**src/mem_pkg.sv**
```systemverilog
// Shared definitions for the memory controller
// Memory map, region depths, I/O register indices and vector typedefs

package mem_pkg;

    // Vectors with a fixed meaning on the bus
    typedef logic [31:0] word_t;
    typedef logic [31:0] bus_addr_t;
    typedef logic [3:0]  byte_en_t;
    typedef logic [1:0]  access_size_t;
    typedef logic [15:0] half_t;

    // Access size codes presented on bus_size
    localparam access_size_t SIZE_BYTE = 2'd0;
    localparam access_size_t SIZE_HALF = 2'd1;
    localparam access_size_t SIZE_WORD = 2'd2;

    // Region start addresses
    localparam bus_addr_t INTERN_RAM_START = 32'h0300_0000;
    localparam bus_addr_t IO_REG_START     = 32'h0400_0000;
    localparam bus_addr_t PALETTE_START    = 32'h0500_0000;
    localparam bus_addr_t VRAM_START       = 32'h0600_0000;

    // Region depths in 32-bit words
    localparam int INTERN_RAM_WORDS = 1024;
    localparam int PALETTE_WORDS    = 128;
    localparam int VRAM_WORDS       = 2048;

    // Word index widths for each region
    localparam int INTERN_IDX_W  = $clog2(INTERN_RAM_WORDS);
    localparam int PALETTE_IDX_W = $clog2(PALETTE_WORDS);
    localparam int VRAM_IDX_W    = $clog2(VRAM_WORDS);

    // I/O register block
    localparam int NUM_IO_REGS  = 8;
    localparam int IO_IDX_W     = $clog2(NUM_IO_REGS);
    localparam int KEYINPUT_IDX = 4;
    localparam int IRQ_IDX      = 6;

endpackage : mem_pkg

```
**src/io_register_file.sv**
```systemverilog
// Memory-mapped I/O register block
// Byte-writable words, key-input word, interrupt enable and acknowledge

`timescale 1ns/100ps

module io_register_file (
    input  logic                         clock,
    input  logic                         reset,
    input  logic [mem_pkg::IO_IDX_W-1:0] io_index,
    input  mem_pkg::byte_en_t            io_we,
    input  mem_pkg::word_t               bus_wdata,
    input  mem_pkg::half_t               buttons,
    input  mem_pkg::half_t               reg_if,
    output mem_pkg::word_t               io_rdata,
    output mem_pkg::word_t               io_reg_data [mem_pkg::NUM_IO_REGS],
    output mem_pkg::half_t               int_acks
);

    // Replace the bytes of a half word selected by we
    function automatic mem_pkg::half_t merge_half(
        input mem_pkg::half_t old_value,
        input mem_pkg::half_t new_value,
        input logic [1:0]     we
    );
        mem_pkg::half_t result;
        result = old_value;
        if (we[0]) begin
            result[7:0] = new_value[7:0];
        end
        if (we[1]) begin
            result[15:8] = new_value[15:8];
        end
        return result;
    endfunction

    mem_pkg::byte_en_t reg_we [mem_pkg::NUM_IO_REGS];

    for (genvar i = 0; i < mem_pkg::NUM_IO_REGS; i++) begin : g_reg
        assign reg_we[i] = (io_index == mem_pkg::IO_IDX_W'(i)) ? io_we : '0;

        if (i == mem_pkg::KEYINPUT_IDX) begin : g_key
            // Low half follows the buttons, upper half is storage
            mem_pkg::half_t key_high;

            always_ff @(posedge clock or posedge reset) begin
                if (reset) begin
                    key_high <= '0;
                end else begin
                    key_high <= merge_half(key_high, bus_wdata[31:16], reg_we[i][3:2]);
                end
            end

            assign io_reg_data[i] = {key_high, buttons};
        end else if (i == mem_pkg::IRQ_IDX) begin : g_irq
            mem_pkg::half_t int_enable;

            always_ff @(posedge clock or posedge reset) begin
                if (reset) begin
                    int_enable <= '0;
                    int_acks   <= '0;
                end else begin
                    int_enable <= merge_half(int_enable, bus_wdata[15:0], reg_we[i][1:0]);
                    // Acknowledge bits last one cycle then drop
                    int_acks   <= merge_half('0, bus_wdata[31:16], reg_we[i][3:2]);
                end
            end

            // Upper half reads the pending flags instead of the acks
            assign io_reg_data[i] = {reg_if, int_enable};
        end else begin : g_plain
            mem_pkg::word_t value;

            always_ff @(posedge clock or posedge reset) begin
                if (reset) begin
                    value <= '0;
                end else begin
                    value[31:16] <= merge_half(value[31:16], bus_wdata[31:16],
                                               reg_we[i][3:2]);
                    value[15:0]  <= merge_half(value[15:0], bus_wdata[15:0],
                                               reg_we[i][1:0]);
                end
            end

            assign io_reg_data[i] = value;
        end
    end

    assign io_rdata = io_reg_data[io_index];

endmodule : io_register_file

```
**config.mk**
```make
export PLATFORM = sky130hd
export DESIGN_NAME = io_register_file
export DESIGN_NICKNAME = d
export VERILOG_FILES = /design/src/mem_pkg.sv /design/src/io_register_file.sv
export SDC_FILE = /design/constraint.sdc
export NUM_CORES = 1
export LEC_CHECK = 0
export BUFFER_PORTS_ARGS = -buffer_cell sky130_fd_sc_hd__buf_4
export CORE_ASPECT_RATIO = 0.7
export CORE_MARGIN = 5
export CORE_UTILIZATION = 25
export DETAILED_ROUTE_END_ITERATION = 8
export GPL_ROUTABILITY_DRIVEN = 0
export HOLD_SLACK_MARGIN = 0.06
export PLACE_DENSITY = 0.55
export SYNTH_ARGS = -nofsm -noshare
export SYNTH_HDL_FRONTEND = slang
export SYNTH_SLANG_ARGS = --single-unit
```
**constraint.sdc**
```tcl
create_clock -name clock -period 9.1 [get_ports clock]
set_input_delay 0 -clock clock [delete_from_list [all_inputs] [get_ports clock]]
set_output_delay 0 -clock clock [all_outputs]
set_load 0.01 [all_outputs]
```
==> qor.yml, run 1 <==
cp_max_fo: 59
die_y_um: 188.8
grt_pass1_wl_mm: 54.72
cts_buffer_depth: 3
layout_commonest_cell: "buf_4"
drive_above_1_share: 0.7175
hpwl_mm: 25.70
syn_area_um2: 11420
critPathRequiredTime_ns: 9.10
crit_arrival_ns: 2.44
path_cells: "buf_6, buf_4, mux4_2, mux2_2, buf_4"
hold_viol_final: 0
period_minus_slack_ns: 2.435
drt_iter0_drc: 360
grt-ovfl-total: 0
hold_depth: 3
wl_per_cell_um: 21.55
drtAntennaViolNets: 0
hold_class: "in -> reg"
grt_max_degree: 108
ctsResizeCount: 0
postSynthCellCount: 679
cp-start-kind: "input pin"
num_vias: 7608
final-setup-viol-count: 0
period_share: 0.2676
fin_worst_skew_ns: 0
via_per_inst: 4.529
grt_pass1_vias: 8317
synth_area_per_cell_um2: 16.82
insertion_delay_ns: 0.53
synth_area_leaders: "dfrtp_1, mux2_2, mux4_2"
cp_top_family: "buffers and inverters"
fillCellCount: 4380
timing.setup.tns_ns: 0
routed_wl_mm: 36.21
r2r_setup_slack_ns: 7.74
cpMostUsedCell: "buf_4"
power_density_nw_per_um2: 230.3
worstHoldStart: "io_index[2]"
synth_seq_area_share: 0.5257
syn-num-nets: 752
max_stage_delay_ns: 0.69
io_buffer_count: 376
tritoncts: "yes"
cts_made_buffers: 26
io_pins: 377
fin_cells: 1680
cp-end-kind: "output pin"
cap_violations: 0
reg2reg_to: "g_reg[3].g_plain.value[10]$_DFFE_PP0P_"
root_buffer: "clkbuf_16"
synth_top_area_share: 0.5257
timing.fmax_ghz: 0.4107
cpMaxStageDelayCell: "buf_4"
synth_top_area_cell: "dfrtp_1"
p_total_mw: 3.655
outcome: "finished, final reports clean"
cts_setup_buffers: 0
track_usage: 0.1386
worstMarginPinSlew_ns: 1.267
initial_core_util: 0.2531
final_cell_mix: "buf_4, mux2_2, dfrtp_1"
die_x_um: 265.5
synth_cell_types: 18
reg2regPathDepth: 2
yosysWarningCount: 0
placed_cells: 1595
route.detailed.drc: 0
power.leakage_nw: 7.111
worstSetupPathType: "in -> out"
coreArea_um2: 45140
clock-sinks: 240
relSlewSlack: 0.1430
clkTransAtPathRegs_ns: 0.06
rsz0062_at_grt: "no"
htreeDepth: 1
holdBufCountCts: 39
die_area_um2: 50140
slew_viol_final: 0
critical_path_buf_inv_count: 3
r2r-start: "g_reg[3].g_plain.value[10]$_DFFE_PP0P_"
hold_path_end: "g_reg[7].g_plain.value[4]$_DFFE_PP0P_"
finalNetCount: 1132
drt_pass1_iterations: 4
row_count: 65
areaGrowthSynthToFinish_pct: 38.92
antenna_found_initial: 1
ir_drop_v: 0.0001140
ys_ff_latch: 240
area by class of cell:
type                    count  area (µm²)  area share
diodes                      1       2.502   0.0001577
clock buffers              33       716.9     0.04518
clock inverters            12       136.4    0.008594
inverters                   1       11.26   0.0007096
multi-input cells         366        4957      0.3124
flip-flops and latches    240        6006      0.3785
well taps                 603       754.5     0.04754
repair buffers            424        3284      0.2070
state kept, by name, indices dropped and copies added (netlist names):
name                flops
g.g_key.key_high       16
int_acks               16
g.g_plain.value       192
g.g_irq.int_enable     16
layer usage:
metal	part of all wire	track usage	vias up
met4	0.017	0.02427	0
li1	-	-	3307
met1	0.46	0.1965	4007
met5	0	0	-
met3	0.073	0.03981	42
met2	0.45	0.2148	252
worst register-to-register path: cells and delay by family (launching register included):
| kind | cells | cell delay (ns) |
|---|---|---|
| buf+inv | 1 | 0.55 |
| flops | 1 | 0.40 |
| mux | 1 | 0.29 |
cells in the mapped netlist:
| master | number |
|---|---|
| and4bb_2 | 4 |
| buf_6 | 8 |
| mux4_2 | 64 |
| mux2_1 | 4 |
| nand4b_2 | 6 |
| buf_1 | 4 |
| inv_1 | 1 |
| mux2_2 | 252 |
| nand4_4 | 4 |
| dfrtp_1 | 240 |
| nor4b_4 | 4 |
| clkbuf_1 | 1 |
| buf_2 | 23 |
| and2_1 | 16 |
| buf_4 | 36 |
| nor4bb_1 | 6 |
| and4b_1 | 2 |
| nand4b_4 | 4 |
kinds of logic (layout without fill, tap and decap cells):
group,count (synthesis),after routing,synth area share
muxes,320,320,0.3785
buffers and inverters,73,470,0.04359
DFF,240,240,0.5257
other,0,1,0
and+or+nand+nor,46,46,0.05214
stage by stage:
step                area (µm²)  hold WS, ns  worst slack, ns    util
floorplan                11420      0.09177            2.512       -
global placement         14620       0.1868            6.283  0.3240
detailed placement       14620       0.1884            6.189  0.3240
CTS                      15870       0.1406            6.555  0.3515
global route             15870       0.1666            6.418  0.3516
finish                   15870       0.1584            6.665  0.3516
report_power, final:
part / internal (mW) / switching [mW] / total (mW) / leakage (nW)
combinational: 0.651 / 0.441 / 1.09 / 3.78
sequential: 1.29 / 0.208 / 1.50 / 2.91
clock: 0.615 / 0.450 / 1.07 / 0.418
worst max path at each step:
stage                      startpoint                                      to  slack, ns  cells after the start
after global placement    io_index[0]  g_reg[1].g_plain.value[22]$_DFFE_PP0P_       6.28                      4
after floorplan                 reset   g_reg[0].g_plain.value[0]$_DFFE_PP0P_       2.51                      1
after detailed placement  io_index[0]  g_reg[1].g_plain.value[22]$_DFFE_PP0P_       6.19                      4
final                     io_index[0]                            io_rdata[17]       6.66                      5
after CTS                 io_index[0]                            io_rdata[23]       6.55                      5
after global routing      io_index[0]                            io_rdata[17]       6.42                      5
(Power assumes the default switching activity.)
==> run 2, diff against run 1 <==
--- a/config.mk
+++ b/config.mk
@@ -5,6 +5,7 @@
 export SDC_FILE = /design/constraint.sdc
 export NUM_CORES = 1
 export LEC_CHECK = 0
+export ABC_AREA = 1
 export BUFFER_PORTS_ARGS = -buffer_cell sky130_fd_sc_hd__buf_4
 export CORE_ASPECT_RATIO = 0.7
 export CORE_MARGIN = 5
==> constraint.sdc (replaced) <==
create_clock -name clock -period 2.55 [get_ports clock]
set_input_delay 0 -clock clock [delete_from_list [all_inputs] [get_ports clock]]
set_output_delay 0 -clock clock [all_outputs]
set_load 0.01 [all_outputs]
==> run 2 against run 1 <==
Compared with the run above:
- core utilization down 0.27 points
- final area up 1.5%
- combinational power rose to 3.3 times the previous value
- critical endpoint is now io_rdata[15]
- largest power group unchanged
==> qor.yml, run 2 <==
synth_most_common_cell: "nand2_1"
antenna_found_initial: 2  # +1
p_total_mw: 12.56  # +240%
fillCellCount: 4872  # +11%
multiInputGateArea_um2: 4812  # -2.9%
synth_top_area_share: 0.5184  # -0.007325
synth_area_per_cell_um2: 7.402  # -56%
reg2regPathDepth: 3  # +1
async_reset_ff_frac: 1.000  # unchanged
synth_seq_area_share: 0.5184  # -0.007325
drive_above_1_share: 0.2478  # -0.4697
grt_pass1_vias: 11284  # +36%
areaGrowthSynthToFinish_pct: 39.01  # about the same
route.detailed.drc: 0  # unchanged
period_minus_slack_ns: 1.733
worstMarginPinSlew_ns: 0.8006  # -0.4666 ns
ys_ff_latch: 240  # unchanged
cts_buffer_depth: 3  # unchanged
power.leakage_nw: 8.763  # +23%
placed_cells: 2465  # +55%
postSynthCellCount: 1565  # +130%
htreeDepth: 1  # unchanged
hold_class: "in -> async"
tritoncts: "yes"
grt-ovfl-total: 0  # unchanged
track_usage: 0.1874  # +0.04888
final_core_utilization: 0.3489  # -0.002709
cp-end-kind: "output pin"
synth_cell_types: 16  # -2
largest_register_ffs: 192  # unchanged
synth-edff-count: 0  # unchanged
clkTransAtPathRegs_ns: 0.06  # about the same
final-setup-viol-count: 0  # unchanged
hpwl_mm: 35.85  # +39%
grt_max_degree: 72  # -33%
grt_pass1_wl_mm: 73.40  # +34%
cts_made_buffers: 26  # unchanged
seq_area_um2: 6006  # unchanged
top_register: "g.g_plain.value"
ys.flop_type: "dfrtp_1"
hold_viol_final: 0  # unchanged
yosysWarningCount: 0  # unchanged
rsz0062_at_grt: "no"
finalNetCount: 1998  # +77%
die_x_um: 267.3  # +0.68%
io_pins: 377  # unchanged
via_per_inst: 4.557  # +0.64%
timing.setup.tns_ns: 0  # unchanged
syn-num-nets: 1638  # +120%
root_buffer: "clkbuf_16"
ir_drop_v: 0.0005342  # +370%
worstSetupPathType: "reg -> out"
num_vias: 11658  # +53%
reg2reg_to: "g_reg[7].g_plain.value[9]$_DFFE_PP0P_"
syn_area_um2: 11580  # +1.4%
routed_wl_mm: 49.34  # +36%
fin_worst_skew_ns: 0  # unchanged
drt_iter0_drc: 895  # +150%
layout_setup_ws_ns: 0.8175  # -5.847 ns
cts_setup_buffers: 0  # unchanged
row_count: 66  # +1.5%
critPathRequiredTime_ns: 2.55  # -6.55 ns
io_buffer_count: 376  # unchanged
synth_area_leaders: "dfrtp_1, nand2_1, o21ai_0"
synthTopCellsByCount: "nand2_1, dfrtp_1, o21ai_0"
coreArea_um2: 46160  # +2.3%
r2r-start: "g_reg[7].g_plain.value[9]$_DFFE_PP0P_"
post-route-cell-area_um2: 16100  # +1.5%
drtAntennaViolNets: 0  # unchanged
cp_max_fo: 3  # -95%
crit_arrival_ns: 1.73  # -0.71 ns
r2r_setup_slack_ns: 1.32  # -6.42 ns
insertion_delay_ns: 0.54  # about the same
die_area_um2: 50810  # +1.3%
initial_core_util: 0.2510  # -0.002122
relSlewSlack: 0.4651  # +0.3221
cp-start-kind: "flip-flop"
clock-sinks: 240  # unchanged
power_density_nw_per_um2: 779.9  # +240%
place_ws_ns: 0.7707  # -5.418 ns
holdWs_ns: 0.1626  # +0.004175 ns
period_share: 0.6794
fin_cells: 2558  # +52%
layout_commonest_cell: "nand2_1"
place_area_um2: 14790  # +1.1%
synth_top_area_cell: "dfrtp_1"
outcome: "finished, final reports clean"
die_y_um: 190.1  # +0.67%
final_cell_mix: "nand2_1, buf_4, dfrtp_1"
cap_violations: 0  # unchanged
wl_per_cell_um: 19.29  # -11%
timing.fmax_ghz: 0.5772
drt_pass1_iterations: 5  # +1
slew_viol_final: 0  # unchanged
==> run 2: cell types whose count changed after synthesis, sizes merged, moves of 16 or more <==
cell / delta
mux4: -64
nor2: +23
inv: +35
mux2: -256
and2: -16
o21ai: +224
buf: +30
nand2: +927
==> run 2: where the power goes <==
group	leakage [nW]	total, mW	switching [mW]	internal (mW)
sequential	3.04	5.15	0.672	4.48
combinational	5.29	3.55	1.93	1.62
clock	0.438	3.85	1.63	2.23
==> run 2: how the worst max path moves through the flow <==
stage / cells past startpoint / start / end / slack [ns]
6_report: 7 / g_reg[2].g_plain.value[15]$_DFFE_PP0P_ / io_rdata[15] / 0.82
5_1_grt: 7 / g_reg[3].g_plain.value[15]$_DFFE_PP0P_ / io_rdata[15] / 0.70
4_1_cts: 7 / g_reg[0].g_plain.value[16]$_DFFE_PP0P_ / io_rdata[16] / 0.78
3_5_place_dp: 4 / io_index[0] / g_reg[0].g_plain.value[6]$_DFFE_PP0P_ / 0.77
3_3_place_gp: 5 / io_index[0] / g_reg[0].g_plain.value[1]$_DFFE_PP0P_ / 0.77
2_1_floorplan: 1 / reset / g_reg[0].g_plain.value[0]$_DFFE_PP0P_ / -0.60
==> run 2: logic make-up (layout without fill, tap and decap cells) <==
| family | Yosys count | count (layout) | share of synthesized area |
|---|---|---|---|
| DFF | 240 | 240 | 0.5184 |
| AOI/OAI and AO/OA | 224 | 224 | 0.09677 |
| buffers and inverters | 148 | 528 | 0.06621 |
| and+or+nand+nor | 953 | 953 | 0.3186 |
| other | 0 | 1 | 0 |
==> run 2: per-layer routing <==
| layer | global-route usage | part of all wire |
|---|---|---|
| met1 | 0.2837 | 0.48 |
| met2 | 0.2788 | 0.43 |
| met3 | 0.03969 | 0.075 |
| met4 | 0.03367 | 0.017 |
| met5 | 0 | 0 |
==> run 2: repair_timing <==
action                    4_1_cts  5_1_grt
hold endpoints to repair      257        0
resized for setup               0        0
hold buffers                   44        0
==> run 2: layout make-up <==
class | instances | area share
sequential | 240 | 0.3729
multi-input combinational | 1177 | 0.2988
timing repair buffer | 444 | 0.2177
clock buffer | 35 | 0.04817
tap | 612 | 0.04755
inverter | 36 | 0.008779
clock inverter | 13 | 0.005905
antenna | 1 | 0.0001554
==> run 2: worst max-delay path: stages (launching register included) <==
cell	delay [ns]
dfrtp_1	0.41
nand2_1	0.08
nand2_1	0.07
nand2_1	0.05
nand2_1	0.20
nand2_1	0.14
nand2_1	0.12
buf_4	0.13
