===== src/mem_pkg.sv =====
// Shared definitions for the memory controller
// Memory map, region depths, I/O register indices and vector typedefs

package mem_pkg;

    // Vectors with a fixed meaning on the bus
    typedef logic [31:0] word_t;
    typedef logic [31:0] bus_addr_t;
    typedef logic [3:0]  byte_en_t;
    typedef logic [1:0]  access_size_t;
    typedef logic [15:0] half_t;

    // Access size codes presented on bus_size
    localparam access_size_t SIZE_BYTE = 2'd0;
    localparam access_size_t SIZE_HALF = 2'd1;
    localparam access_size_t SIZE_WORD = 2'd2;

    // Region start addresses
    localparam bus_addr_t INTERN_RAM_START = 32'h0300_0000;
    localparam bus_addr_t IO_REG_START     = 32'h0400_0000;
    localparam bus_addr_t PALETTE_START    = 32'h0500_0000;
    localparam bus_addr_t VRAM_START       = 32'h0600_0000;

    // Region depths in 32-bit words
    localparam int INTERN_RAM_WORDS = 1024;
    localparam int PALETTE_WORDS    = 128;
    localparam int VRAM_WORDS       = 2048;

    // Word index widths for each region
    localparam int INTERN_IDX_W  = $clog2(INTERN_RAM_WORDS);
    localparam int PALETTE_IDX_W = $clog2(PALETTE_WORDS);
    localparam int VRAM_IDX_W    = $clog2(VRAM_WORDS);

    // I/O register block
    localparam int NUM_IO_REGS  = 8;
    localparam int IO_IDX_W     = $clog2(NUM_IO_REGS);
    localparam int KEYINPUT_IDX = 4;
    localparam int IRQ_IDX      = 6;

endpackage : mem_pkg


===== src/bus_region_map.sv =====
// Address decode for work RAM, VRAM, palette RAM and I/O registers
// Region-local word indices, per-region write enables, read data select

`timescale 1ns/100ps

module bus_region_map (
    input  mem_pkg::bus_addr_t                mem_addr,
    input  mem_pkg::bus_addr_t                addr_lat,
    input  mem_pkg::byte_en_t                 byte_en,
    input  mem_pkg::word_t                    intern_rdata,
    input  mem_pkg::word_t                    vram_rdata,
    input  mem_pkg::word_t                    palette_rdata,
    input  mem_pkg::word_t                    io_rdata,
    output logic [mem_pkg::INTERN_IDX_W-1:0]  intern_index,
    output logic [mem_pkg::VRAM_IDX_W-1:0]    vram_index,
    output logic [mem_pkg::PALETTE_IDX_W-1:0] palette_index,
    output mem_pkg::byte_en_t                 intern_we,
    output mem_pkg::byte_en_t                 vram_we,
    output mem_pkg::byte_en_t                 palette_we,
    output mem_pkg::byte_en_t                 io_we,
    output logic [mem_pkg::IO_IDX_W-1:0]      io_index,
    output mem_pkg::word_t                    bus_rdata
);

    // Byte offsets into each RAM for the address going to the memories
    mem_pkg::bus_addr_t intern_off;
    mem_pkg::bus_addr_t vram_off;
    mem_pkg::bus_addr_t palette_off;

    // Byte offsets of the latched address, which owns the read data
    mem_pkg::bus_addr_t intern_lat_off;
    mem_pkg::bus_addr_t vram_lat_off;
    mem_pkg::bus_addr_t palette_lat_off;
    mem_pkg::bus_addr_t io_lat_off;

    logic intern_hit;
    logic vram_hit;
    logic palette_hit;
    logic intern_sel;
    logic vram_sel;
    logic palette_sel;
    logic io_sel;

    assign intern_off  = mem_addr - mem_pkg::INTERN_RAM_START;
    assign vram_off    = mem_addr - mem_pkg::VRAM_START;
    assign palette_off = mem_addr - mem_pkg::PALETTE_START;

    // Addresses below a region start wrap to large offsets and miss
    assign intern_hit  = intern_off[31:2] < mem_pkg::INTERN_RAM_WORDS;
    assign vram_hit    = vram_off[31:2] < mem_pkg::VRAM_WORDS;
    assign palette_hit = palette_off[31:2] < mem_pkg::PALETTE_WORDS;

    assign intern_index  = intern_off[2 +: mem_pkg::INTERN_IDX_W];
    assign vram_index    = vram_off[2 +: mem_pkg::VRAM_IDX_W];
    assign palette_index = palette_off[2 +: mem_pkg::PALETTE_IDX_W];

    assign intern_we  = intern_hit ? byte_en : '0;
    assign vram_we    = vram_hit ? byte_en : '0;
    assign palette_we = palette_hit ? byte_en : '0;

    assign intern_lat_off  = addr_lat - mem_pkg::INTERN_RAM_START;
    assign vram_lat_off    = addr_lat - mem_pkg::VRAM_START;
    assign palette_lat_off = addr_lat - mem_pkg::PALETTE_START;
    assign io_lat_off      = addr_lat - mem_pkg::IO_REG_START;

    assign intern_sel  = intern_lat_off[31:2] < mem_pkg::INTERN_RAM_WORDS;
    assign vram_sel    = vram_lat_off[31:2] < mem_pkg::VRAM_WORDS;
    assign palette_sel = palette_lat_off[31:2] < mem_pkg::PALETTE_WORDS;
    assign io_sel      = io_lat_off[31:2] < mem_pkg::NUM_IO_REGS;

    // I/O reads are combinational, so the register block works off the
    // latched address; byte_en is only set when mem_addr equals it
    assign io_index = io_lat_off[2 +: mem_pkg::IO_IDX_W];
    assign io_we    = io_sel ? byte_en : '0;

    always_comb begin
        if (intern_sel) begin
            bus_rdata = intern_rdata;
        end else if (vram_sel) begin
            bus_rdata = vram_rdata;
        end else if (palette_sel) begin
            bus_rdata = palette_rdata;
        end else if (io_sel) begin
            bus_rdata = io_rdata;
        end else begin
            bus_rdata = '0;
        end
    end

endmodule : bus_region_map


===== config.mk =====
export PLATFORM = sky130hd
export DESIGN_NAME = bus_region_map
export DESIGN_NICKNAME = d
export VERILOG_FILES = /design/src/mem_pkg.sv /design/src/bus_region_map.sv
export SDC_FILE = /design/constraint.sdc
export NUM_CORES = 1
export LEC_CHECK = 0
export ABC_AREA = 1
export BUFFER_PORTS_ARGS = -buffer_cell sky130_fd_sc_hd__buf_2
export CAP_MARGIN = 20
export CORE_AREA = 2 2 107 109
export DETAILED_ROUTE_END_ITERATION = 10
export DIE_AREA = 0 0 109 111
export SYNTH_ARGS = -nofsm -noshare
export SYNTH_HDL_FRONTEND = slang
export SYNTH_SLANG_ARGS = --single-unit

===== constraint.sdc =====
create_clock -name vclk -period 2.2
set_input_delay 0.44 -clock vclk [all_inputs]
set_output_delay 0.44 -clock vclk [all_outputs]
set_load 0.1 [all_outputs]

==> metrics, run 1 <==
status=finished, violations left; failing checks=setup timing; post-synth net total=710; # setup viols final=41; pin count of the biggest net entering global routing=34; HPWL after DPL=10600 um; startpoint types=input pin; vias in the first global route=4258; leading area contributor after synthesis=nand2_1; Boundary Pins=275; critical path startpoint=addr_lat[25]; die area=12100 um^2; Final Cell Area=6340 um^2; Slew Viols, Final=0; Synth area leaders=nand2_1 (21%), nand3_1 (12%), buf_4 (10%); Power, Total=0.532 mW; leakage=3.04 nW; Hold Path Class=input pin to output port; final net count=972; most frequent cell after synthesis=nand2_1; Arr. time, crit path=2.13 ns; RSZ-0062 raised after global routing=true; placed instance area=5350 um^2; floorplan row count=39; Setup WS post-layout=-0.367 ns; Final GP Congestion=0.899; Clock Buffer Count=0; initial DRC count=240; CP max FO=8; Worst VDD drop=0.0984 mV; Die Y=111 um; ant diodes=0; Pwr per Cell Area=83.9 nW/um^2; max cap viols=0; Hold-fix buffers, CTS=0; first-pass GRT wire length=20400 um; most frequent cells after synthesis=nand2_1 (137), nor2_1 (66), inv_1 (65), nand3_1 (57), nand4_1 (36); Port-buffer cells=237; Reg area=0 um^2; vias=4362; CP required=1.76 ns; DR vias/cell=4.79; post-synthesis cell type count=30; drt wl/cell=15.4 um; synthesized area=2460 um^2; final wirelength=14000 um; CP Capture Type=output port; grt ovf=0; DRT antenna net count=0; syn_area_per_cell=4.85 um^2; Peak Freq=390 MHz; die span in x=109 um; GRT Overall Usage=20.8%; worst hold stages=0; Area Overhead vs Synth=157%; synth warn=0; DR pass1 iterations=4; initial antenna violation count=0; DRC violations left=0; seq_cells=0; Fin. Hold Viols=0; Rel. slew slack=67.9%; min cycle time layout=2.57 ns; Seq/Total Area, Yosys=0%; Synth top area share=20.9%; post-synthesis cell count=508; Slew @ Worst Pin=0.485 ns; type of the worst setup path=input pin to output port; share of cells above drive strength 1=68.6%; Tcrit/Tclk final=117%; Hold Crit Start=mem_addr[8]; Hold EP=intern_index[6]; Core Area=11100 um^2; Initial Util=22.2%
## worst max-delay path by stage
stage | end | slack [ns]
after global routing | bus_rdata[29] | -0.45
after CTS | bus_rdata[4] | -0.34
after detailed placement | bus_rdata[21] | -0.53
after global placement | bus_rdata[26] | -0.49
after floorplan | bus_rdata[29] | -0.31
final | bus_rdata[13] | -0.37
## per-layer routing
metal	share of wire (%)	up-vias	wire, um	global-route usage (%)
met4	1.3	0	186	2.91
met1	36	1995	5110	23.1
met2	54	189	7560	40.5
li1	-	2159	-	-
met3	8.4	19	1180	3.94
met5	0	-	0	0
## cells by family after synthesis
family	share of synthesized area (%)
buffers and inverters	25.1
AO/OA/AOI/OAI	10.3
adder cells (fa/ha/maj)	3.05
AND/OR/NAND/NOR	61.3
XOR/XNOR	0.356
## power breakdown
group | switching (mW) | internal (mW) | leakage, nW | total (mW)
registers | 0 | 0 | 0 | 0
clock network | 0 | 0 | 0 | 0
logic | 0.289 | 0.243 | 3.04 | 0.532
## area by class of cell
cell class	count	area, um^2
Multi-Input combinational cell	385	2990
Timing Repair inverter	2	32.5
Tap cell	143	179
Timing Repair Buffer	312	2830
Fill cell	1035	4740
Inverter	69	309
## metrics by stage
step	utilization, %	cells	setup slack (ns)	hold slack [ns]	setup TNS (ns)
floorplan	-	508	-0.310	1.09	-7.15
global placement	48.3	891	-0.491	0.881	-16.80
detailed placement	48.3	891	-0.528	0.881	-17.61
CTS	52.5	903	-0.338	0.881	-10.86
global route	57.2	911	-0.446	0.880	-14.83
finish	57.2	911	-0.367	0.880	-10.62
## critical path: stages
cell and delay (ns):
buf_12 0.12, buf_6 0.12, buf_6 0.12, nor3_1 0.18, nand2_1 0.12, nor2_4 0.12, buf_12 0.16, buf_12 0.11
nand3_4 0.15, nand2_2 0.14, a21oi_2 0.07, nor2_4 0.10, buf_12 0.18
## layout by cell type, fill, tap and decap left out, types with 3 or more instances in the layout
master / count
inv_1: 54
nand2_4: 20
buf_6: 17
buf_12: 62
nand2_2: 50
nand2_1: 66
nand3b_1: 3
buf_4: 42
nand3_2: 25
nand4_1: 36
a21oi_2: 9
a21oi_4: 10
o21ai_2: 9
ha_4: 4
nor3_1: 4
nand3_4: 6
nor2_2: 8
nor4_2: 3
nor2_1: 32
nor3_4: 6
nand3_1: 29
buf_2: 183
o21ai_1: 9
clkinv_8: 4
nor2_4: 34
inv_2: 7
buf_8: 4
inv_4: 5
a21oi_1: 4
## what timing repair did
action,CTS,global route
gates resized for setup,88,109
endpoints found under the hold margin,0,0
setup buffers,8,6
gates cloned,4,4
pin swaps,49,48
setup endpoints to repair,48,48
Power figures use the tool's default switching activity.
==> inputs of run 2 (changes only) <==
--- a/config.mk
+++ b/config.mk
@@ -5,12 +5,12 @@
 export SDC_FILE = /design/constraint.sdc
 export NUM_CORES = 1
 export LEC_CHECK = 0
-export ABC_AREA = 1
 export BUFFER_PORTS_ARGS = -buffer_cell sky130_fd_sc_hd__buf_2
 export CAP_MARGIN = 20
-export CORE_AREA = 2 2 107 109
+export CORE_AREA = 2 2 108 110
 export DETAILED_ROUTE_END_ITERATION = 10
-export DIE_AREA = 0 0 109 111
+export DIE_AREA = 0 0 110 112
+export MAX_ROUTING_LAYER = met4
 export SYNTH_ARGS = -nofsm -noshare
 export SYNTH_HDL_FRONTEND = slang
 export SYNTH_SLANG_ARGS = --single-unit
==> run 2 against run 1 <==
The run still ends with setup timing left. First-iteration DRC count down 35%. Sequential cell count unchanged. Maximum frequency down 7.5%. Non-clock buffer count unchanged. Sequential share of layout area unchanged. Die area up 1.8%. Total power down 8.9%. Largest cell class is now non-clock buffers.
==> metrics, run 2 <==
pin count of the biggest net entering global routing=16 (-53%); Fin. Hold Viols=0 (unchanged); failing checks=setup timing; leakage=2.37 nW (-22%); Pwr per Cell Area=88.2 nW/um^2 (+5.2%); Hold Path Class=input pin to output port; critical-path cell list=buf_6 -> or4_4 -> nor3_4 -> nand3_4 -> buf_6 -> a21oi_2 -> buf_6 -> a21oi_4 -> a21oi_4 -> buf_12; vias=3562 (-18%); Reg area=0 um^2 (unchanged); post-synth net total=510 (-28%); Arr. time, crit path=2.33 ns (+0.20 ns); DR pass1 iterations=4 (unchanged); Place WS=-0.708 ns (-0.180 ns); Clock Buffer Count=0 (unchanged); Synth top area share=12.2% (-8.7 points); Worst path slowest cell=or4_4; GRT Overall Usage=19.5% (-1.2 points); post-synthesis cell count=308 (-39%); DR vias/cell=5.02 (+4.9%); CP max FO=8 (unchanged); min cycle time layout=2.77 ns (+0.207 ns); Worst path top cell family by delay=simple AND/OR/NAND/NOR gates; startpoint types=input pin; Synth area leaders=buf_4 (12%), a22oi_1 (8.9%), a32o_1 (8.4%); Setup WS post-layout=-0.574 ns (-0.207 ns); RSZ-0062 raised after global routing=true; Tcrit/Tclk final=126% (+9.4 points); Slew Viols, Final=0 (unchanged); grt ovf=0 (unchanged); floorplan row count=39 (unchanged); CP required=1.76 ns (about the same); multi-input logic area=2490 um^2 (-17%); post-synthesis cell type count=42 (+40%); number of buffers and inverters on the critical path=4 (-2); Peak Freq=360 MHz (-7.5%); die span in x=110 um (+0.92%); CP Capture Type=output port; final net count=770 (-21%); Core Area=11200 um^2 (+0.88%); Seq/Total Area, Yosys=0% (unchanged); DRC violations left=0 (unchanged); synth warn=0 (unchanged); most frequent cells after synthesis=buf_4 (33), nor2_1 (32), a22oi_1 (24), o22ai_1 (23); most frequent cell after synthesis=buf_4; Top cell by count, worst path=buf_6; hold_ws=0.880 ns (-0.0000190 ns); syn_area_per_cell=6.59 um^2 (+36%); leading area contributor after synthesis=buf_4; layout filler cell count=1018 (-1.6%); Slew @ Worst Pin=0.488 ns (+0.00364 ns); Final GP Congestion=0.784 (-13%); status=finished, violations left; Worst VDD drop=0.132 mV (+34%); Port-buffer cells=237 (unchanged); commonest cells after routing, fill and taps aside=buf_2 (175), buf_12 (55), buf_4 (46); most common cell after layout, fill and taps aside=buf_2; type of the worst setup path=input pin to output port; seq_cells=0 (unchanged); Hold-fix buffers, CTS=0 (unchanged); share of cells above drive strength 1=79.9% (+11 points); first-pass GRT wire length=19000 um (-7.0%); HPWL after DPL=9530 um (-9.9%); die area=12300 um^2 (+1.8%); Initial Util=18.2% (-4.1 points); initial antenna violation count=0 (unchanged); max incr delay on CP=0.54 ns (+0.36 ns); Die Y=112 um (+0.90%); synthesized area=2030 um^2 (-18%); Boundary Pins=275 (unchanged); DRT antenna net count=0 (unchanged); Area Overhead vs Synth=171%; drt wl/cell=17.6 um (+14%); vias in the first global route=3911 (-8.1%); max cap viols=0 (unchanged); final wirelength=12500 um (-11%); # setup viols final=44 (+7.3%); initial DRC count=156 (-35%); Rel. slew slack=67.7% (-0.24 points); ant diodes=0 (unchanged)
[run 2: timing repair]
action / in CTS / in global routing
setup endpoints to repair: 48 / 48
setup buffers: 14 / 3
cloned: 3 / 0
gates resized for setup: 132 / 37
pin swaps: 30 / 25
[run 2: final cells by class]
type	instances	share of cell area, %
inverters	19	1.30
multi-input cells	235	45.4
well taps	143	3.26
repair buffers	312	50.1
[run 2: metal layers]
metal	global-route usage (%)	vias to the layer above	part of all wire [%]
li1	-	1675	-
met1	21.1	1705	36
met2	38.9	171	56
met3	1.23	11	6.7
met4	1.94	0	0.95
met5	-	-	0
[run 2: final timing paths]
path | start | depth (start not counted) | slack [ns] | end
max | addr_lat[30] | 10 | -0.57 | bus_rdata[29]
min | mem_addr[4] | 0 | 0.88 | intern_index[2]
[run 2: cell families (layout without fill, tap and decap cells)]
family                     after synthesis  count (layout)  synth area share, %
AOI/OAI and AO/OA                      116             116                 41.8
and+or+nand+nor                        103             104                 28.6
buffers and inverters                   74             331                 21.9
xor gates and xnor gates                 8               8                 3.45
adders and majority gates                6               6                 3.70
muxes                                    1               1                0.555
[run 2: power breakdown]
part	switching [mW]	internal (mW)	leakage (nW)
clock network	0	0	0
logic	0.249	0.236	2.37
registers	0	0	0
[run 2: metrics by stage]
stage / cell area, um^2 / util [%] / power, mW / setup TNS [ns] / std cells
after floorplan: 2490 / - / 0.359 / -26.47 / 308
after global placement: 4610 / 41.2 / 0.397 / -24.25 / 691
after detailed placement: 4610 / 41.2 / 0.406 / -26.38 / 691
after CTS: 5320 / 47.6 / 0.455 / -19.32 / 707
after global routing: 5490 / 49.2 / 0.520 / -23.92 / 709
final: 5490 / 49.2 / 0.485 / -19.87 / 709
==> inputs of run 3 (changes only) <==
--- a/config.mk
+++ b/config.mk
@@ -7,10 +7,13 @@
 export LEC_CHECK = 0
 export BUFFER_PORTS_ARGS = -buffer_cell sky130_fd_sc_hd__buf_2
 export CAP_MARGIN = 20
-export CORE_AREA = 2 2 108 110
+export CELL_PAD_IN_SITES_DETAIL_PLACEMENT = 1
+export CELL_PAD_IN_SITES_GLOBAL_PLACEMENT = 1
+export CORE_AREA = 2 2 113 115
 export DETAILED_ROUTE_END_ITERATION = 10
-export DIE_AREA = 0 0 110 112
+export DIE_AREA = 0 0 115 117
 export MAX_ROUTING_LAYER = met4
+export PLACE_DENSITY = 0.87
 export SYNTH_ARGS = -nofsm -noshare
 export SYNTH_HDL_FRONTEND = slang
 export SYNTH_SLANG_ARGS = --single-unit
==> run 3 against run 2 <==
The run still ends with setup timing left. Via count grew 4.8%. Sequential cell count is the same. Routed wire length grew 24%. Non-clock buffer count grew 6. Core utilization shrank 4.7 points. Critical path depth grew 2.
==> metrics, run 3 (synthesized netlist as in run 2, its figures left out) <==
status=finished, violations left; failing checks=setup timing; startpoint types=input pin; share of cells above drive strength 1=78.6% (-1.2 points); HPWL after DPL=11900 um (+25%); Worst path slowest cell=a2111oi_4; Final Cell Area=5480 um^2 (-0.25%); initial DRC count=142 (-9.0%); ant diodes=0 (unchanged); min cycle time layout=2.85 ns (+0.0720 ns); final wirelength=15600 um (+24%); first-pass GRT wire length=22200 um (+17%); Core Area=12300 um^2 (+10%); Clock Buffer Count=0 (unchanged); Initial Util=16.5% (-1.7 points); die span in x=115 um (+4.5%); Rel. slew slack=62.9% (-4.8 points); Die Y=117 um (+4.5%); floorplan row count=41 (+5.1%); Power, Total=0.502 mW (+3.6%); Arr. time, crit path=2.41 ns (+0.08 ns); DR vias/cell=5.18 (+3.1%); die area=13500 um^2 (+9.2%); Slew Viols, Final=0 (unchanged); vias in the first global route=4089 (+4.6%); DR pass1 iterations=4 (unchanged); grt ovf=0 (unchanged); Hold-fix buffers, CTS=0 (unchanged); CP required=1.76 ns (about the same); worst hold stages=0 (unchanged); commonest cells after routing, fill and taps aside=buf_2 (184), buf_12 (56), buf_4 (56); CP max FO=6 (-2); Pwr per Cell Area=91.7 nW/um^2 (+3.9%); max cap viols=0 (unchanged); final net count=775 (+0.65%); Setup WS post-layout=-0.646 ns (-0.0720 ns); max incr delay on CP=0.42 ns (-0.12 ns); vias=3734 (+4.8%); Place WS=-0.698 ns (+0.00987 ns); critical-path cell list=buf_8 -> buf_6 -> a2111oi_4 -> xnor2_2 -> nand4_2 -> buf_12 -> buf_6 -> a21oi_4 -> buf_6 -> a21oi_4 -> a21oi_4 -> buf_12; most common cell after layout, fill and taps aside=buf_2; pin count of the biggest net entering global routing=18 (+2); GRT Overall Usage=22.0% (+2.5 points); Peak Freq=351 MHz (-2.5%); type of the worst setup path=input pin to output port; RSZ-0062 raised after global routing=true; Hold EP=vram_index[5]; Worst path top cell family by delay=buffers and inverters; DRC violations left=0 (unchanged); Reg area=0 um^2 (unchanged); drt wl/cell=21.6 um (+22%); # setup viols final=48 (+9.1%); Hold Path Class=input pin to output port; placed instance area=4760 um^2 (+3.3%); Fin. Hold Viols=0 (unchanged); Tcrit/Tclk final=129% (+3.3 points); CP Depth=12 (+2); Worst VDD drop=0.0688 mV (-48%); Final GP Congestion=0.897 (+14%); DRT antenna net count=0 (unchanged); number of buffers and inverters on the critical path=6 (+2); Area Overhead vs Synth=170%; Port-buffer cells=237 (unchanged); Hold Crit Start=mem_addr[7]; Boundary Pins=275 (unchanged); initial antenna violation count=0 (unchanged); Slew @ Worst Pin=0.561 ns (+0.0722 ns); CP Capture Type=output port; seq_cells=0 (unchanged); leakage=2.39 nW (+0.74%)
[run 3: metrics by stage]
| stage | hold slack [ns] | utilization [%] | std cells | setup TNS, ns |
|---|---|---|---|---|
| finish | 0.880 | 44.5 | 721 | -23.00 |
| global route | 0.880 | 44.5 | 721 | -26.63 |
| CTS | 0.881 | 42.2 | 717 | -24.06 |
| detailed placement | 0.881 | 38.6 | 707 | -26.68 |
| global placement | 0.881 | 38.6 | 707 | -23.02 |
| floorplan | 1.09 | - | 308 | -26.47 |
[run 3: final cells by class]
| class | count | area (um^2) |
|---|---|---|
| repair buffers | 318 | 2740 |
| fillers | 1394 | 6830 |
| well taps | 150 | 188 |
| multi-input cells | 234 | 2480 |
| inverters | 19 | 71.3 |
[run 3: report_power, final]
part           switching (mW)  leakage, nW  total (mW)  internal, mW
sequential                  0            0           0             0
clock                       0            0           0             0
combinational           0.272         2.39       0.502         0.230
total                   0.272         2.39       0.502         0.230
[run 3: how the worst max path moves through the flow]
stage	start	end	slack, ns
6_report	addr_lat[25]	bus_rdata[18]	-0.65
5_1_grt	addr_lat[25]	bus_rdata[17]	-0.72
4_1_cts	addr_lat[26]	bus_rdata[18]	-0.65
3_5_place_dp	addr_lat[25]	bus_rdata[0]	-0.70
3_3_place_gp	addr_lat[25]	bus_rdata[10]	-0.61
2_1_floorplan	addr_lat[16]	bus_rdata[11]	-0.91
[run 3: repair_timing]
action | in CTS | in global routing
buffers inserted | 11 | 6
resized for setup | 67 | 51
endpoints found under the hold margin | 0 | 0
setup endpoints to repair | 48 | 48
pin swaps | 24 | 20
cloned | 2 | 0
[run 3: layer usage]
layer | track usage, % | wire, um
met2 | 44.9 | 8710
met3 | 2.37 | 992
met4 | 5.86 | 431
met1 | 21.9 | 5440
met5 | - | 0
