`config.mk`:
```
export PLATFORM = sky130hd
export DESIGN_NAME = bus_write_stage
export DESIGN_NICKNAME = d
export VERILOG_FILES = /design/src/mem_pkg.sv /design/src/bus_write_stage.sv
export SDC_FILE = /design/constraint.sdc
export NUM_CORES = 1
export LEC_CHECK = 0
export BUFFER_PORTS_ARGS = -buffer_cell sky130_fd_sc_hd__buf_2
export CAP_MARGIN = 15
export CORE_AREA = 2 2 61 69
export DETAILED_ROUTE_END_ITERATION = 10
export DIE_AREA = 0 0 63 71
export GPL_TIMING_DRIVEN = 0
export PLACE_DENSITY = 0.76
export SLEW_MARGIN = 20
export SYNTH_ARGS = -nofsm -noshare
export SYNTH_HDL_FRONTEND = slang
export SYNTH_SLANG_ARGS = --single-unit
```
`constraint.sdc`:
```
create_clock -name clock -period 1.2 [get_ports clock]
set_clock_uncertainty 0.1 [all_clocks]
set_input_delay 0.24 -clock clock [delete_from_list [all_inputs] [get_ports clock]]
set_output_delay 0.24 -clock clock [all_outputs]
set_load 0.02 [all_outputs]
```
`src/mem_pkg.sv`:
```
// Shared definitions for the memory controller
// Memory map, region depths, I/O register indices and vector typedefs

package mem_pkg;

    // Vectors with a fixed meaning on the bus
    typedef logic [31:0] word_t;
    typedef logic [31:0] bus_addr_t;
    typedef logic [3:0]  byte_en_t;
    typedef logic [1:0]  access_size_t;
    typedef logic [15:0] half_t;

    // Access size codes presented on bus_size
    localparam access_size_t SIZE_BYTE = 2'd0;
    localparam access_size_t SIZE_HALF = 2'd1;
    localparam access_size_t SIZE_WORD = 2'd2;

    // Region start addresses
    localparam bus_addr_t INTERN_RAM_START = 32'h0300_0000;
    localparam bus_addr_t IO_REG_START     = 32'h0400_0000;
    localparam bus_addr_t PALETTE_START    = 32'h0500_0000;
    localparam bus_addr_t VRAM_START       = 32'h0600_0000;

    // Region depths in 32-bit words
    localparam int INTERN_RAM_WORDS = 1024;
    localparam int PALETTE_WORDS    = 128;
    localparam int VRAM_WORDS       = 2048;

    // Word index widths for each region
    localparam int INTERN_IDX_W  = $clog2(INTERN_RAM_WORDS);
    localparam int PALETTE_IDX_W = $clog2(PALETTE_WORDS);
    localparam int VRAM_IDX_W    = $clog2(VRAM_WORDS);

    // I/O register block
    localparam int NUM_IO_REGS  = 8;
    localparam int IO_IDX_W     = $clog2(NUM_IO_REGS);
    localparam int KEYINPUT_IDX = 4;
    localparam int IRQ_IDX      = 6;

endpackage : mem_pkg

```
`src/bus_write_stage.sv`:
```
// Bus request latch and write pause
// Produces the memory address and little-endian byte-lane enables

`timescale 1ns/100ps

module bus_write_stage (
    input  logic                  clock,
    input  logic                  reset,
    input  mem_pkg::bus_addr_t    bus_addr,
    input  mem_pkg::access_size_t bus_size,
    input  logic                  bus_write,
    output logic                  bus_pause,
    output mem_pkg::bus_addr_t    addr_lat,
    output logic                  write_lat,
    output mem_pkg::bus_addr_t    mem_addr,
    output mem_pkg::byte_en_t     byte_en
);

    mem_pkg::access_size_t size_lat;
    logic                  write_active;

    // Address and size of the previous cycle
    always_ff @(posedge clock) begin
        addr_lat <= bus_addr;
        size_lat <= bus_size;
    end

    // A write seen with the pause low holds the master for one cycle
    always_ff @(posedge clock or posedge reset) begin
        if (reset) begin
            write_lat <= 1'b0;
            bus_pause <= 1'b0;
        end else begin
            write_lat <= bus_write;
            bus_pause <= bus_write & ~bus_pause;
        end
    end

    // The held write is latched again after the pause, so only the
    // pause cycle commits it
    assign write_active = write_lat & bus_pause;

    assign mem_addr = write_active ? addr_lat : bus_addr;

    always_comb begin
        byte_en = '0;
        if (write_active) begin
            case (size_lat)
                mem_pkg::SIZE_BYTE: byte_en[addr_lat[1:0]] = 1'b1;
                mem_pkg::SIZE_HALF: byte_en = addr_lat[1] ? 4'b1100 : 4'b0011;
                mem_pkg::SIZE_WORD: byte_en = 4'b1111;
                default:            byte_en = '0;
            endcase
        end
    end

endmodule : bus_write_stage

```
==> flow_summary.ini, run 1 <==
[status]
status = finished with violations
violations = setup timing

[route]
drt-vias-per-instance = 4.35
firstDrtPassIters = 4
ant_nets = 0
wl_per_cell_um = 13.8
first_iter_violations = 23
vias = 1278
wl_um = 4060
route.detailed.drc = 0

[synthesis]
synth_commonest_cells = dfxtp_1 (34), mux2_2 (29), a21oi_1 (4)
synth_top_cell_area_share_pct = 56.2
syn_area_mm2 = 0.00121
avgSynthCellArea_um2 = 13.9
yosysMostFrequentCell = dfxtp_1
yosysSeqAreaShare_pct = 60.3
synth_nets = 124
ys_async_sr_fraction_pct = 5.56
ys_types = 14
synth_top_area_cell = dfxtp_1
synthTopCellsByArea = dfxtp_1 (56%), mux2_2 (27%), dfrtp_1 (4.1%)
synth_seq_cells = 36
syn_inst = 87
synth_ff_type = dfxtp_1
synth-edff-count = 0
yosysWarnings = 0

[job]
max-cap-violations = 0

[timing]
worst_slack_ps = -632
finalSetupViolations = 38
slew_viol_final = 0
finalCritPeriodShare_pct = 153
hold_viol = 0
min_period_ps = 1830
maxSlewHeadroom_pct = 75.0
fmax_ghz = 0.546
tightest_slew_ps = 371
grt_setup_unrepaired = yes

[setup_path]
critPathCaptureType = primary output
cp_cell_sequence = nand2_8 -> buf_12 -> mux2_4 -> buf_2
required_ps = 860
timing.rr.start = bus_pause$_DFF_PP0_
reg2reg_setup_slack_ps = 270
slowest_stage = dfrtp_2
path_max_fanout = 9
r2r-end = bus_pause$_DFF_PP0_
path_class = register to primary output
cp_slowest_stage_delay_ps = 460
arrival_ps = 1490
r2r_cells = 2
startpoint_type = register

[pwr]
internal-power_mw = 2.20
vdd_drop_max_v = 0.000786
p_per_area_mw_per_mm2 = 1130
pwr-share-clk_pct = 28.7
power_frac_seq_pct = 42.7
p_leak_nw = 1.40
p_comb_share_pct = 28.7
power_switching_share_pct = 28.0
switchingPower_mw = 0.859

[grt]
grt_pass1_wl_um = 6300
grt_max_degree = 12
grt.overflow.total = 0
antenna_found_initial = 0
grt.total_usage_pct = 18.4
grt_pass1_vias = 1302

[clock_network]
clock_sinks = 36
cts.clk_slew.worst_paths_ps = 70
h-tree-depth = 2
cts_buffer_depth = 2
ctsRootBufferMaster = clkbuf_8
cts_buffers = 5
clk-insertion-delay-late_ps = 280
cts_tree = done

[final_layout]
design_area_mm2 = 0.00272
n_antenna_cell = 0
num-nets-final = 278
fillers = 277
area_delta_synth_final_pct = 125
fin_cells = 294
drive_above_1_share_pct = 67.8

[place]
dp_hpwl_um = 2510
port_buffers = 106
globalplace.congestion = 0.684
placed_area_mm2 = 0.00195
post-place-cells = 245

[floorplanning]
die_area_mm2 = 0.00447
rows = 24
die_y_um = 71
coreArea_mm2 = 0.00381
initial_core_util_pct = 31.8
die_x_um = 63
boundaryPins = 107

[worst_hold_path]
hp-class = input port to asynchronous set/reset pin
state kept, by name (all words and copies together), names as in the netlist:
name and cells:
write_lat 1, addr_lat 32, size_lat 2, bus_pause 1
critical path: cells and delay by family (launching register included):
kind | cells | cell delay (ps)
mux | 1 | 310
simple gates | 1 | 130
buf+inv | 2 | 310
flops | 1 | 460
final cells by class:
class | count | area, um2 | area share [%]
buffer | 3 | 60.1 | 2.21
clock buffer | 6 | 82.6 | 3.03
clock inverter | 2 | 10.0 | 0.368
inverter | 3 | 11.3 | 0.414
multi-input combinational | 45 | 602 | 22.1
sequential | 36 | 736 | 27.0
tap | 52 | 65.1 | 2.39
timing repair buffer | 147 | 1160 | 42.5
power by group through the flow:
| stage | registers (mW) | logic, mW | clock network, mW |
|---|---|---|---|
| floorplan | 1.40 | 0.329 | 0 |
| global placement | 1.32 | 0.622 | 0 |
| detailed placement | 1.33 | 0.632 | 0 |
| CTS | 1.30 | 0.818 | 0.906 |
| global route | 1.32 | 0.920 | 0.965 |
| finish | 1.31 | 0.878 | 0.878 |
cells in the final DEF, fill, tap and decap left out:
master,Yosys,layout
clkinv_2,0,2
a21o_4,0,1
clkbuf_16,0,1
dlygate4sd3_1,0,36
nand2_1,1,1
mux2_4,2,31
nand2_8,0,1
a21oi_4,0,2
dfxtp_1,34,32
inv_1,3,3
a21oi_1,4,2
o21ai_2,0,1
dfxtp_2,0,2
nand2b_1,1,1
buf_2,0,75
o21ai_0,3,2
buf_6,3,32
clkbuf_8,0,6
buf_4,0,2
nor2_4,0,2
dfrtp_2,0,2
buf_12,0,4
and2b_1,1,1
worst max-delay path by stage:
stage / from / to / cells after the start
3_5_place_dp: bus_pause$_DFF_PP0_ / mem_addr[16] / 4
2_1_floorplan: bus_pause$_DFF_PP0_ / mem_addr[10] / 3
4_1_cts: write_lat$_DFF_PP0_ / mem_addr[16] / 4
3_3_place_gp: bus_pause$_DFF_PP0_ / mem_addr[16] / 4
6_report: bus_pause$_DFF_PP0_ / mem_addr[30] / 4
5_1_grt: bus_pause$_DFF_PP0_ / mem_addr[12] / 4
what timing repair did:
action | CTS | global route
cloned | 0 | 1
gates resized for setup | 49 | 27
hold endpoints to repair | 37 | 0
buffers inserted | 4 | 0
pin swaps | 1 | 1
hold buffers | 36 | 0
setup endpoints to repair | 40 | 39
layer usage:
metal  wire (um)  global-route usage (%)  up-vias
met1        1390                    18.3      604
met2        2320                    35.3       57
met4         110                    10.4        0
li1            -                       -      606
met3         237                    3.66       11
met5           0                       0        -
metrics by stage:
step | power (mW) | util (%) | setup TNS [ps] | hold slack [ps] | setup slack [ps]
after floorplan | 1.73 | - | -7590 | -119 | -233
after global placement | 1.94 | 51.2 | -11340 | -10.3 | -355
after detailed placement | 1.96 | 51.2 | -11520 | -0.115 | -360
after CTS | 3.02 | 68.4 | -22120 | 240 | -638
after global routing | 3.20 | 71.4 | -23450 | 248 | -679
final | 3.06 | 71.4 | -21900 | 238 | -632
logic make-up (layout without fill, tap and decap cells):
logic type,count (synthesis),after routing,share of synthesized area [%]
AOI/OAI and AO/OA,8,8,3.51
buffers and inverters,6,161,3.72
DFF,36,36,60.3
muxes,31,31,29.4
and+or+nand+nor,6,6,3.00
Power figures use the tool's default switching activity.
==> run 2, diff against run 1 <==
--- a/config.mk
+++ b/config.mk
@@ -5,11 +5,12 @@
 export SDC_FILE = /design/constraint.sdc
 export NUM_CORES = 1
 export LEC_CHECK = 0
+export ABC_AREA = 1
 export BUFFER_PORTS_ARGS = -buffer_cell sky130_fd_sc_hd__buf_2
 export CAP_MARGIN = 15
-export CORE_AREA = 2 2 61 69
+export CORE_AREA = 2 2 62 70
 export DETAILED_ROUTE_END_ITERATION = 10
-export DIE_AREA = 0 0 63 71
+export DIE_AREA = 0 0 64 72
 export GPL_TIMING_DRIVEN = 0
 export PLACE_DENSITY = 0.76
 export SLEW_MARGIN = 20
==> flow_summary.ini, run 2 <==
[clock_network]
cts.clk_slew.worst_paths_ps = 70
clk-insertion-delay-late_ps = 290
cts_buffers = 5
h-tree-depth = 2
cts_tree = done
ctsRootBufferMaster = clkbuf_8
cts_buffer_depth = 2
clock_sinks = 36

[final_layout]
largest-register = addr_lat
n_antenna_cell = 0
utilization_pct = 76.2
area_delta_synth_final_pct = 130
largest_reg_flops = 32
multiInputGateArea_um2 = 691
final_common_cell = buf_2
drive_above_1_share_pct = 59.0
fillers = 266
top_regs = addr_lat: 32 flops, size_lat: 2 flops
num-nets-final = 363
design_area_mm2 = 0.00295
seqCellArea_um2 = 736
layout_common_cells = buf_2 (68), nand2_1 (51), buf_6 (39)

[timing]
finalSetupViolations = 37
slew_viol_final = 0
min_period_ps = 1680
tns_ps = -16300
whs_ps = 238
fmax_ghz = 0.597
grt_setup_unrepaired = yes
worst_slack_ps = -475
hold_viol = 0
maxSlewHeadroom_pct = 90.7
tightest_slew_ps = 140
finalCritPeriodShare_pct = 140

[synthesis]
synth_seq_cells = 36
syn_inst = 170
synth-edff-count = 0
syn_area_mm2 = 0.00128
yosysMostFrequentCell = nand2_1
avgSynthCellArea_um2 = 7.54
synth_nets = 207
synth_top_cell_area_share_pct = 53.1
synth_commonest_cells = nand2_1 (101), dfxtp_1 (34), nor2_1 (12)
synth_ff_type = dfxtp_1
yosysWarnings = 0
synthTopCellsByArea = dfxtp_1 (53%), nand2_1 (30%), dfrtp_1 (3.9%)
ys_async_sr_fraction_pct = 5.56
yosysSeqAreaShare_pct = 57.0
ys_types = 12
synth_top_area_cell = dfxtp_1

[grt]
grt_pass1_vias = 1654
grt_max_degree = 12
grt.total_usage_pct = 20.0
grt.overflow.total = 0
antenna_found_initial = 0
grt_pass1_wl_um = 7180

[setup_path]
r2r_cells = 2
cp_num_buf_inv = 3
r2r-end = bus_pause$_DFF_PP0_
path_max_fanout = 8
crit_start = bus_pause$_DFF_PP0_
cp_cell_sequence = nand2_4 -> buf_12 -> clkbuf_16 -> nand2_4 -> nand2_4 -> buf_6
cpMostUsedCell = nand2_4
crit_family = flip-flops
arrival_ps = 1340
cp_slowest_stage_delay_ps = 430
timing.rr.start = bus_pause$_DFF_PP0_
slowest_stage = dfrtp_2
startpoint_type = register
required_ps = 860
critPathCaptureType = primary output
reg2reg_setup_slack_ps = 370
path_class = register to primary output

[place]
port_buffers = 106
dp_hpwl_um = 2710
post-place-ws_ps = -231
globalplace.congestion = 0.662
placed_area_mm2 = 0.00206

[status]
status = finished with violations
violations = setup timing

[job]
max-cap-violations = 0

[floorplanning]
rows = 24
coreArea_mm2 = 0.00387
die_y_um = 72
die_area_mm2 = 0.00461
die_x_um = 64
boundaryPins = 107
initial_core_util_pct = 33.1

[route]
route.detailed.drc = 0
firstDrtPassIters = 4
first_iter_violations = 35
wl_um = 4910
vias = 1671
drt-vias-per-instance = 4.41
ant_nets = 0
wl_per_cell_um = 13.0

[pwr]
vdd_drop_max_v = 0.000916
p_leak_nw = 1.52
p_per_area_mw_per_mm2 = 1080

[worst_hold_path]
hp-class = input port to asynchronous set/reset pin
==> run 2: cell types whose count changed after synthesis, sizes merged <==
cell / previous run / this run
mux2: 31 / 0
nand3: 0 / 3
nor2: 2 / 12
nand2b: 1 / 0
and2b: 1 / 0
inv: 3 / 8
buf: 3 / 7
a21o: 1 / 0
a21oi: 4 / 0
nand2: 2 / 102
o21ai: 3 / 2
==> run 2: how the worst max path moves through the flow <==
stage | end | slack [ps] | cells past startpoint
finish | mem_addr[24] | -480 | 6
global placement | mem_addr[29] | -210 | 6
floorplan | mem_addr[24] | -100 | 5
detailed placement | mem_addr[26] | -230 | 6
CTS | mem_addr[26] | -470 | 6
global route | mem_addr[13] | -520 | 6
==> run 2: final cells by class <==
| type | instances | area share (%) |
|---|---|---|
| timing repair buffer | 149 | 41.8 |
| sequential | 36 | 24.9 |
| multi-input combinational | 119 | 23.4 |
| buffer | 7 | 3.52 |
| clock buffer | 7 | 2.92 |
| tap | 52 | 2.20 |
| inverter | 8 | 1.02 |
| clock inverter | 1 | 0.254 |
==> run 2: tightest hold or removal path, cell delays in order <==
cell and delay (ps):
dlygate4sd3_1 530, buf_2 120, inv_1 80
==> run 2: routing by layer <==
| metal | vias up | share of wire, % | wire (um) | GRT usage (%) |
|---|---|---|---|---|
| met2 | 63 | 57 | 2780 | 37.8 |
| li1 | 818 | - | - | - |
| met4 | 0 | 1.8 | 86 | 8.21 |
| met3 | 8 | 5.8 | 287 | 5.12 |
| met5 | - | 0 | 0 | 0 |
| met1 | 782 | 36 | 1750 | 20.8 |
==> run 2: repair_timing <==
item / 4_1_cts / 5_1_grt
pin swaps: 0 / 6
cloned: 1 / 3
hold buffers: 36 / 0
setup buffers: 3 / 1
endpoints found under the setup margin: 39 / 38
hold endpoints to repair: 37 / 0
gates resized for setup: 75 / 33
==> run 2: cell families after synthesis <==
family | after synthesis | share of synthesized area (%)
compound gates | 2 | 0.781
buf+inv | 15 | 7.42
flops | 36 | 57.0
simple gates | 117 | 34.8
==> run 2: where the power goes <==
part,internal [mW],switching [mW],leakage (nW)
combinational,0.487,0.509,1.16
sequential,1.26,0.0404,0.309
clock,0.466,0.432,0.0445
==> run 2: stage by stage <==
step	std cells	power, mW
floorplan	170	1.75
global placement	328	1.99
detailed placement	328	2.00
CTS	376	3.13
global route	379	3.32
finish	379	3.20
==> run 3, diff against run 2 <==
--- a/config.mk
+++ b/config.mk
@@ -8,11 +8,11 @@
 export ABC_AREA = 1
 export BUFFER_PORTS_ARGS = -buffer_cell sky130_fd_sc_hd__buf_2
 export CAP_MARGIN = 15
-export CORE_AREA = 2 2 62 70
+export CORE_AREA = 2 2 72 81
 export DETAILED_ROUTE_END_ITERATION = 10
-export DIE_AREA = 0 0 64 72
+export DIE_AREA = 0 0 74 83
 export GPL_TIMING_DRIVEN = 0
-export PLACE_DENSITY = 0.76
+export PLACE_DENSITY = 0.59
 export SLEW_MARGIN = 20
 export SYNTH_ARGS = -nofsm -noshare
 export SYNTH_HDL_FRONTEND = slang
==> flow_summary.ini, run 3 (same netlist as run 2, synthesis figures left out) <==
[setup_path]
critPathCaptureType = primary output
startpoint_type = register
path_class = register to primary output
cpMostUsedCell = buf_6
required_ps = 860
slowest_stage = dfrtp_2
r2r_cells = 2
timing.rr.start = bus_pause$_DFF_PP0_
cp_slowest_stage_delay_ps = 390
path_max_fanout = 6
crit_family = buffers and inverters
r2r-end = bus_pause$_DFF_PP0_
cp_num_buf_inv = 4
reg2reg_setup_slack_ps = 400
cp_cell_sequence = nand2_4 -> buf_8 -> buf_6 -> buf_6 -> o21ai_4 -> buf_6
arrival_ps = 1350

[final_layout]
largest-register = addr_lat
utilization_pct = 54.5
largest_reg_flops = 32
design_area_mm2 = 0.00289
n_antenna_cell = 0
layout_common_cells = buf_2 (73), nand2_1 (56), buf_6 (37)
drive_above_1_share_pct = 58.7
top_regs = addr_lat: 32 flops, size_lat: 2 flops
fin_cells = 402
num-nets-final = 364
fillers = 493
area_delta_synth_final_pct = 125
final_common_cell = buf_2

[place]
post-place-cells = 351
placed_area_mm2 = 0.00209
globalplace.congestion = 0.717
dp_hpwl_um = 2780
port_buffers = 106

[route]
wl_per_cell_um = 11.0
ant_nets = 0
first_iter_violations = 20
wl_um = 4410
firstDrtPassIters = 2
vias = 1627
drt-vias-per-instance = 4.05
route.detailed.drc = 0

[pwr]
vdd_drop_max_v = 0.000631
internal-power_mw = 2.11
power_frac_seq_pct = 42.7
power_switching_share_pct = 30.7
total_power_mw = 3.04
p_comb_share_pct = 30.8
p_leak_nw = 1.48
switchingPower_mw = 0.935
p_per_area_mw_per_mm2 = 1050
pwr-share-clk_pct = 26.4

[timing]
min_period_ps = 1690
worst_slack_ps = -487
slew_viol_final = 0
finalSetupViolations = 38
hold_viol = 0
finalCritPeriodShare_pct = 141
grt_setup_unrepaired = yes
tightest_slew_ps = 148
fmax_ghz = 0.593
maxSlewHeadroom_pct = 90.1

[worst_hold_path]
hp-class = input port to asynchronous set/reset pin

[grt]
grt_pass1_wl_um = 7400
grt_pass1_vias = 1707
grt.total_usage_pct = 15.3
use_met2_pct = 27.1
gr-max-usage-layer = met2
grt.overflow.total = 0
antenna_found_initial = 0
use_met3_pct = 4.98
grt_use_met1_pct = 17.1
grt_max_degree = 11

[clock_network]
cts.clk_slew.worst_paths_ps = 70
cts_buffers = 5
cts_tree = done
clock_sinks = 36
h-tree-depth = 2
ctsRootBufferMaster = clkbuf_8
clk-insertion-delay-late_ps = 280
cts_buffer_depth = 2

[floorplanning]
rows = 28
boundaryPins = 107
initial_core_util_pct = 24.2
die_area_mm2 = 0.00614
die_x_um = 74
coreArea_mm2 = 0.00529
die_y_um = 83

[status]
violations = setup timing
status = finished with violations

[job]
max-cap-violations = 0
## run 3: cell types whose count changed in the layout (fill, tap and decap cells not counted), sizes merged
| cell | delta |
|---|---|
| buf | +4 |
| clkbuf | -4 |
| clkinv | +1 |
| clkinvlp | -1 |
## run 3: worst max-delay path by stage
stage                                    from  cells past startpoint      endpoint
after global routing      write_lat$_DFF_PP0_                      7   mem_addr[2]
after global placement    bus_pause$_DFF_PP0_                      6  mem_addr[19]
after floorplan           write_lat$_DFF_PP0_                      5  mem_addr[24]
after CTS                 bus_pause$_DFF_PP0_                      6   mem_addr[1]
after detailed placement  bus_pause$_DFF_PP0_                      6  mem_addr[12]
final                     bus_pause$_DFF_PP0_                      6   mem_addr[1]
## run 3: power groups by stage
stage | Combinational, mW | Clock (mW) | Sequential [mW]
6_report | 0.939 | 0.804 | 1.30
2_1_floorplan | 0.348 | 0 | 1.40
5_1_grt | 1.01 | 0.906 | 1.31
3_5_place_dp | 0.675 | 0 | 1.32
4_1_cts | 0.934 | 0.859 | 1.30
3_3_place_gp | 0.672 | 0 | 1.32
## run 3: through the flow
| step | hold WS [ps] | setup TNS [ps] | setup WS [ps] |
|---|---|---|---|
| 2_1_floorplan | -119 | -3080 | -105 |
| 3_3_place_gp | -9.21 | -6730 | -223 |
| 3_5_place_dp | -6.78 | -6810 | -226 |
| 4_1_cts | 228 | -17350 | -518 |
| 5_1_grt | 252 | -18600 | -566 |
| 6_report | 246 | -15600 | -487 |
## run 3: repair_timing
action                                 CTS  global route
resized for setup                       74            23
endpoints found under the hold margin   37             0
cloned                                   1             0
pin swaps                                7             7
setup buffers                            9             0
setup endpoints to repair               39            38
hold buffers                            36             0
## run 3: per-layer routing
metal	vias up	share of wire, %
met5	-	0
met4	0	0.86
li1	818	-
met1	742	37
met3	4	7.2
met2	63	55
## run 3: worst min-delay path, cell delays in order
cell and delay [ps]:
dlygate4sd3_1 530, buf_2 120, inv_1 80
## run 3: layout make-up
cell class	count	area [um2]	share of cell area, %
Multi-Input combinational cell	119	691	23.9
Timing Repair Buffer	151	1180	40.9
Tap cell	75	93.8	3.25
Buffer	6	71.3	2.47
Clock buffer	6	72.6	2.52
Clock inverter	1	5.00	0.173
Inverter	8	30.0	1.04
Sequential cell	36	741	25.7
